$ cat src/hw/fetchPkg.sv
// ------------------------------
// fetch package
// widths, branch types and the
// packet structs of the fetch unit
// ------------------------------
`default_nettype none

package fetchPkg;

  // address and instruction widths.
  localparam int pcWidth = 32;
  localparam int instWidth = 32;
  // slots per fetch bundle.
  localparam int fetchWidth = 4;
  localparam int slotBits = $clog2(fetchWidth);

  // control instruction type.
  typedef enum logic [1:0] {
    ret  = 2'b00,
    call = 2'b01,
    jump = 2'b10,
    cond = 2'b11
  } brType;

  // one bundle as held in the fetch queue.
  typedef struct packed {
    logic [pcWidth-1:0]                    pc;
    logic [fetchWidth-1:0][instWidth-1:0]  inst;
    logic [fetchWidth-1:0]                 btbHit;
    logic [fetchWidth-1:0]                 predTaken;
    logic [pcWidth-1:0]                    nextPc;
    logic                                  taken;
    logic [slotBits-1:0]                   takenSlot;
  } fetchPacket;

  // bundle handed to decode.
  typedef struct packed {
    logic                                  valid;
    logic [pcWidth-1:0]                    pc;
    logic [fetchWidth-1:0][instWidth-1:0]  inst;
    logic [fetchWidth-1:0]                 slotValid;
    logic [pcWidth-1:0]                    nextPc;
  } decodePacket;

  // resolved branch, sent back for training.
  typedef struct packed {
    logic               en;
    logic [pcWidth-1:0] pc;
    logic [pcWidth-1:0] target;
    brType              ctrlType;
    logic               taken;
  } branchUpdate;

  // redirect from execute or decode.
  typedef struct packed {
    logic               exFlag;
    logic [pcWidth-1:0] exTarget;
    logic               idFlag;
    logic [pcWidth-1:0] idTarget;
  } recoverInfo;

endpackage

`default_nettype wire

$ cat src/hw/fetchStage2.sv
// ------------------------------
// fetch stage 2
// pops bundles, masks off-path
// slots, feeds decode
// ------------------------------
`timescale 1ns/10ps
`default_nettype none

module fetchStage2 (
  input  wire logic                 clk,
  input  wire logic                 reset,
  input  wire logic                 flush_i,
  input  wire logic                 decodeReady_i,
  input  wire fetchPkg::fetchPacket head_i,
  input  wire logic                 empty_i,
  output logic                      pop_o,
  output fetchPkg::decodePacket     decodePacket_o
);

  fetchPkg::decodePacket          decodeQ;
  logic [fetchPkg::fetchWidth-1:0] slotMask;

  // never hand over a bundle from the wrong path.
  assign pop_o = decodeReady_i && !empty_i && !flush_i;

  // slots up to and including the first taken one.
  always_comb begin
    for (int k = 0; k < fetchPkg::fetchWidth; k++) begin
      slotMask[k] = !head_i.taken || (k <= int'(head_i.takenSlot));
    end
  end

  always_ff @(posedge clk) begin
    if (reset) begin
      decodeQ.valid <= 1'b0;
    end else begin
      decodeQ.valid <= pop_o;
      if (pop_o) begin
        decodeQ.pc        <= head_i.pc;
        decodeQ.inst      <= head_i.inst;
        decodeQ.slotValid <= slotMask;
        decodeQ.nextPc    <= head_i.nextPc;
      end
    end
  end

  assign decodePacket_o = decodeQ;

endmodule

`default_nettype wire

$ cat config.mk
export PLATFORM = sky130hd
export DESIGN_NAME = fetchStage2
export DESIGN_NICKNAME = d
export VERILOG_FILES = /design/src/hw/fetchPkg.sv /design/src/hw/fetchStage2.sv
export SDC_FILE = /design/constraint.sdc
export NUM_CORES = 1
export LEC_CHECK = 0
export ABC_AREA = 1
export BUFFER_PORTS_ARGS = -buffer_cell sky130_fd_sc_hd__buf_2
export CAP_MARGIN = 20
export CORE_AREA = 10 10 150 152
export DETAILED_ROUTE_END_ITERATION = 7
export DIE_AREA = 0 0 160 162
export SETUP_SLACK_MARGIN = 0.05
export SKIP_LAST_GASP = 1
export SLEW_MARGIN = 30
export SYNTH_ARGS = -nofsm -noshare
export SYNTH_HDL_FRONTEND = slang
export SYNTH_SLANG_ARGS = --single-unit
$ cat constraint.sdc
create_clock -name clk -period 25.8 [get_ports clk]
set_clock_uncertainty 0.15 [all_clocks]
set_input_delay 1.29 -clock clk [delete_from_list [all_inputs] [get_ports clk]]
set_output_delay 1.29 -clock clk [all_outputs]
set_load 0.01 [all_outputs]
# Word level (Yosys, flattened, before mapping)
# Index checks and enable logic that the tools add are counted.
[totals]
input_bits = 208
word_cells = 21
regBits = 196
[op_classes]
bitwise_logic = 1
n_reduce_logical = 9
n_lt_le_gt_ge = 3
[op_table]
columns = ["op", "count"]
rows = [
  ["<= comparator 2 bit, first input constant", 2],
  ["logical NOT 1 bit", 3],
  ["logical OR 1 bit", 3],
  ["<= comparator 1 x 2 -> 1 bit, first input constant", 1],
  ["logical AND 1 bit", 2],
  ["AND reduction 2 bit", 1],
  ["NOT 1 bit", 1],
]

# Longest topological paths before layout
[depth]
ltp_word = 4
depth_mapped = 3

# Worst setup path after synthesis
# Ideal clock, no wire load.
[synth_path]
kind = "input -> register"
from = "in flush_i"
to = "reg decodeQ (netlist bit decodePacket_o[0]), enable pin"
arrival_time_ps = 9517
setup_slack_ps = 15380
cell_stages = 3
setup_ps = 753
required_ps = 24897
n_path_buf = 0
cell_sequence = "inv_1 > nand3_2 > nor2_1"
[synth_between]
elab_chain_len = 3
[synth_lines]
columns = ["item", "line", "text"]
rows = [
  ["from (decl)", "fetchStage2.sv:12", "input wire logic flush_i,"],
  ["logical NOT 1 bit", "fetchStage2.sv:24", "assign pop_o = decodeReady_i && !empty_i && !flush_i;"],
  ["logical AND 1 bit", "fetchStage2.sv:24", ""],
  ["AND reduction 2 bit (no source line)", "--", ""],
  ["to (decl)", "fetchStage2.sv:20", "fetchPkg::decodePacket decodeQ;"],
]
# No other way between the ends.
# A chain may end at the register's enable or synchronous reset.

# Worst setup path in the final report
[layout_path]
from = "in flush_i"
to = "out pop_o"
[layout_between]
elab_chain_len = 2
[layout_lines]
columns = ["item", "line", "text"]
rows = [
  ["logical NOT 1 bit", "fetchStage2.sv:24", ""],
  ["logical AND 1 bit", "fetchStage2.sv:24", ""],
  ["to (decl)", "fetchStage2.sv:16", "output logic pop_o,"],
]
# No other way between the ends.

==> impl_metrics.xml <==
<?xml version="1.0" encoding="UTF-8"?>
<metrics>
  <group name="clock_network">
    <metric name="post_cts.repair.setup_buffers" unit="">0</metric>
    <metric name="cts_made_buffers" unit="">17</metric>
    <metric name="cts_root_buffer" unit="">clkbuf_16</metric>
    <metric name="post_cts_hold_buffer_count" unit="">0</metric>
    <metric name="cts.repair.resized" unit="">0</metric>
    <metric name="cts_num_sinks" unit="">196</metric>
    <metric name="tritoncts_clock_tree" unit="">yes</metric>
    <metric name="cts.reportedPaths.clkPinSlew" unit="ns">0.07</metric>
    <metric name="clock_tree.buffer_depth" unit="">2</metric>
    <metric name="h-tree-depth" unit="">4</metric>
  </group>
  <group name="power_and_ir_drop">
    <metric name="p_switching" unit="mW">0.137</metric>
    <metric name="clock_power_share" unit="%">38.1</metric>
    <metric name="total_leakage_power" unit="nW">3.69</metric>
    <metric name="p_int" unit="mW">0.504</metric>
    <metric name="power.share.switching" unit="%">21.4</metric>
    <metric name="power_density" unit="nW/um2">72.4</metric>
    <metric name="vdd_ir_drop_max" unit="mV">0.0403</metric>
    <metric name="p_comb_share" unit="%">5.3</metric>
    <metric name="fraction_of_power_consumed_by_sequential_logic" unit="%">56.6</metric>
  </group>
  <group name="run_status">
    <metric name="status" unit="">finished, final reports clean</metric>
  </group>
  <group name="grt">
    <metric name="maximum_number_of_pins_on_one_net_before_global_route_repair" unit="">79</metric>
    <metric name="wire_length_of_the_first_global_routing_pass" unit="mm">25.6</metric>
    <metric name="first_global_vias" unit="">4030</metric>
    <metric name="groute.usage.overall" unit="%">13.1</metric>
    <metric name="grt_remaining_overflow" unit="">0</metric>
    <metric name="initial_antenna_violation_count" unit="">3</metric>
  </group>
  <group name="worst_setup_path">
    <metric name="cp.arrival" unit="ns">1.77</metric>
    <metric name="timing.critical_path.cells" unit="">buf_2, inv_1, nand3_2, inv_1, buf_2</metric>
    <metric name="max_stage_delay" unit="ns">0.13</metric>
    <metric name="crit_path_start_kind" unit="">primary input</metric>
    <metric name="timing.critical_path.slowest_stage_cell" unit="">buf_2</metric>
    <metric name="cp_num_buf_inv" unit="">4</metric>
    <metric name="path_delay_family" unit="">buffers and inverters</metric>
    <metric name="critPathKind" unit="">primary input to output port</metric>
    <metric name="crit_path_max_fanout" unit="">3</metric>
    <metric name="crit_required" unit="ns">24.36</metric>
    <metric name="crit_path_end_kind" unit="">output port</metric>
  </group>
  <group name="synthesis">
    <metric name="synth.net_count" unit="">417</metric>
    <metric name="total_number_of_yosys_warnings" unit="">0</metric>
    <metric name="post_synthesis_instance_area" unit="um2">5940</metric>
    <metric name="synthesis.area_per_instance" unit="um2">28.4</metric>
    <metric name="syn-instance-count" unit="">209</metric>
    <metric name="ys_seq_area_share" unit="%">99.0</metric>
    <metric name="synth_seq_cells" unit="">196</metric>
    <metric name="synthDistinctLibCells" unit="">10</metric>
  </group>
  <group name="floorplanning">
    <metric name="core_region_area" unit="um2">19400</metric>
    <metric name="die-area" unit="um2">25900</metric>
    <metric name="start_util" unit="%">30.6</metric>
    <metric name="io-pin-count" unit="">406</metric>
    <metric name="die_y" unit="um">162</metric>
    <metric name="die_w" unit="um">160</metric>
    <metric name="fp-row-count" unit="">51</metric>
  </group>
  <group name="route">
    <metric name="final_antenna_net_count" unit="">0</metric>
    <metric name="detail_route.first_pass.iterations" unit="">4</metric>
    <metric name="wl_per_cell" unit="um">19.6</metric>
    <metric name="detailedRoute.firstIterationViolations" unit="">164</metric>
    <metric name="route.detailed.vias_per_inst" unit="">4.05</metric>
    <metric name="num_vias" unit="">3665</metric>
    <metric name="routed_wirelength" unit="mm">17.7</metric>
    <metric name="drc" unit="">0</metric>
  </group>
  <group name="hold_path">
    <metric name="worst_hold_path.endpoint" unit="">decodePacket_o[44]</metric>
    <metric name="timing.hold.worst_path_depth" unit="">1</metric>
    <metric name="hold_path.startpoint" unit="">head_i[51]</metric>
    <metric name="hold_path.class" unit="">primary input to flop</metric>
  </group>
  <group name="layout">
    <metric name="largest_reg_flops" unit="">196</metric>
    <metric name="syn_to_final_growth" unit="%">49.1</metric>
    <metric name="nNetsFinal" unit="">835</metric>
    <metric name="fraction_of_layout_cells_with_a_size_suffix_above_1" unit="%">67.6</metric>
  </group>
  <group name="placement">
    <metric name="hpwlAfterDp" unit="mm">14.4</metric>
    <metric name="routabilityCongestion" unit="">0.751</metric>
    <metric name="io_buffers" unit="">396</metric>
  </group>
  <group name="timing">
    <metric name="post_route_worst_hold_slack" unit="ns">0.892</metric>
    <metric name="setup_repair_after_global_routing_missed_its_margin" unit="">false</metric>
    <metric name="period_share" unit="%">12.5</metric>
    <metric name="setup_viol" unit="">0</metric>
    <metric name="relSlewSlack" unit="%">52.0</metric>
    <metric name="finalSetupTns" unit="ns">0</metric>
    <metric name="final-max-slew-violation-count" unit="">0</metric>
    <metric name="maximum_clock_frequency" unit="MHz">311</metric>
    <metric name="fin_crit" unit="ns">3.21</metric>
    <metric name="worst-slew-pin-transition" unit="ns">0.721</metric>
    <metric name="timing_hold_violations_final" unit="">0</metric>
  </group>
  <group name="job">
    <metric name="drv.max_cap_violation_count" unit="">0</metric>
  </group>
</metrics>
per-layer routing:
| layer | up-vias | global-route usage, % | wire length (um) |
|---|---|---|---|
| li1 | 1675 | - | - |
| met1 | 1724 | 13.0 | 6170 |
| met2 | 252 | 22.4 | 8990 |
| met3 | 12 | 8.19 | 2400 |
| met4 | 2 | 3.88 | 161 |
| met5 | - | 0 | 13 |
stage by stage:
stage	area, um2	total power [mW]	worst slack (ns)	util (%)	std cells
floorplan	5940	0.380	15.38	-	209
detailed placement	8270	0.405	21.84	42.6	872
finish	8850	0.641	22.59	45.6	905
global route	8850	0.667	22.56	45.6	903
global placement	8270	0.403	21.99	42.6	872
CTS	8820	0.650	22.30	45.5	902
cells by family (layout without fill, tap and decap cells):
family                 after synthesis  in the layout  share of synthesized area [%]
DFF                                196            196                           99.0
buffers and inverters                6            435                          0.443
and+or+nand+nor                      5              5                          0.442
other                                1              3                         0.0632
AOI/OAI and AO/OA                    1              1                         0.0842
cell usage in the layout, fill, tap and decap left out:
cell type	n
buf_16	1
buf_2	396
buf_4	2
buf_6	1
clkbuf_16	17
clkinv_1	1
clkinv_4	5
conb_1	1
dfxtp_1	1
diode_2	2
edfxtp_1	195
inv_1	5
inv_6	3
inv_8	4
nand2_1	1
nand3_1	1
nand3_2	1
nor2_1	1
nor2_4	1
o21ai_1	1
power groups by stage:
stage	sequential, mW	clock (mW)	combinational (mW)
2_1_floorplan	0.378	0	0.00268
3_3_place_gp	0.370	0	0.0336
3_5_place_dp	0.370	0	0.0348
4_1_cts	0.363	0.253	0.0348
5_1_grt	0.364	0.266	0.0373
6_report	0.363	0.244	0.0341
synth_stat cells (all sizes together):
cell type	number	share of area [%]
dfxtp	1	0.34
nor2	2	0.13
nand3	2	0.25
o21ai	1	0.084
inv	5	0.32
buf	1	0.13
nand2	1	0.063
conb	1	0.063
edfxtp	195	99
how the worst max path moves through the flow:
stage,from,to,slack (ns),cells past startpoint
detailed placement,flush_i,decodePacket_o[146],21.84,6
finish,flush_i,pop_o,22.59,5
global route,flush_i,pop_o,22.56,5
CTS,flush_i,decodePacket_o[110],22.30,6
global placement,flush_i,decodePacket_o[122],21.99,6
floorplan,flush_i,decodePacket_o[0],15.38,3
layout make-up:
| cell class | instances | area (um2) |
|---|---|---|
| inverters | 5 | 18.8 |
| well taps | 265 | 332 |
| clock inverters | 13 | 119 |
| repair buffers | 400 | 2040 |
| clock buffers | 17 | 425 |
| diodes | 2 | 5.00 |
| multi-input cells | 7 | 42.5 |
| flip-flops and latches | 196 | 5880 |
| fillers | 1788 | 10500 |
Note: power is estimated with default switching activity, not from simulation.
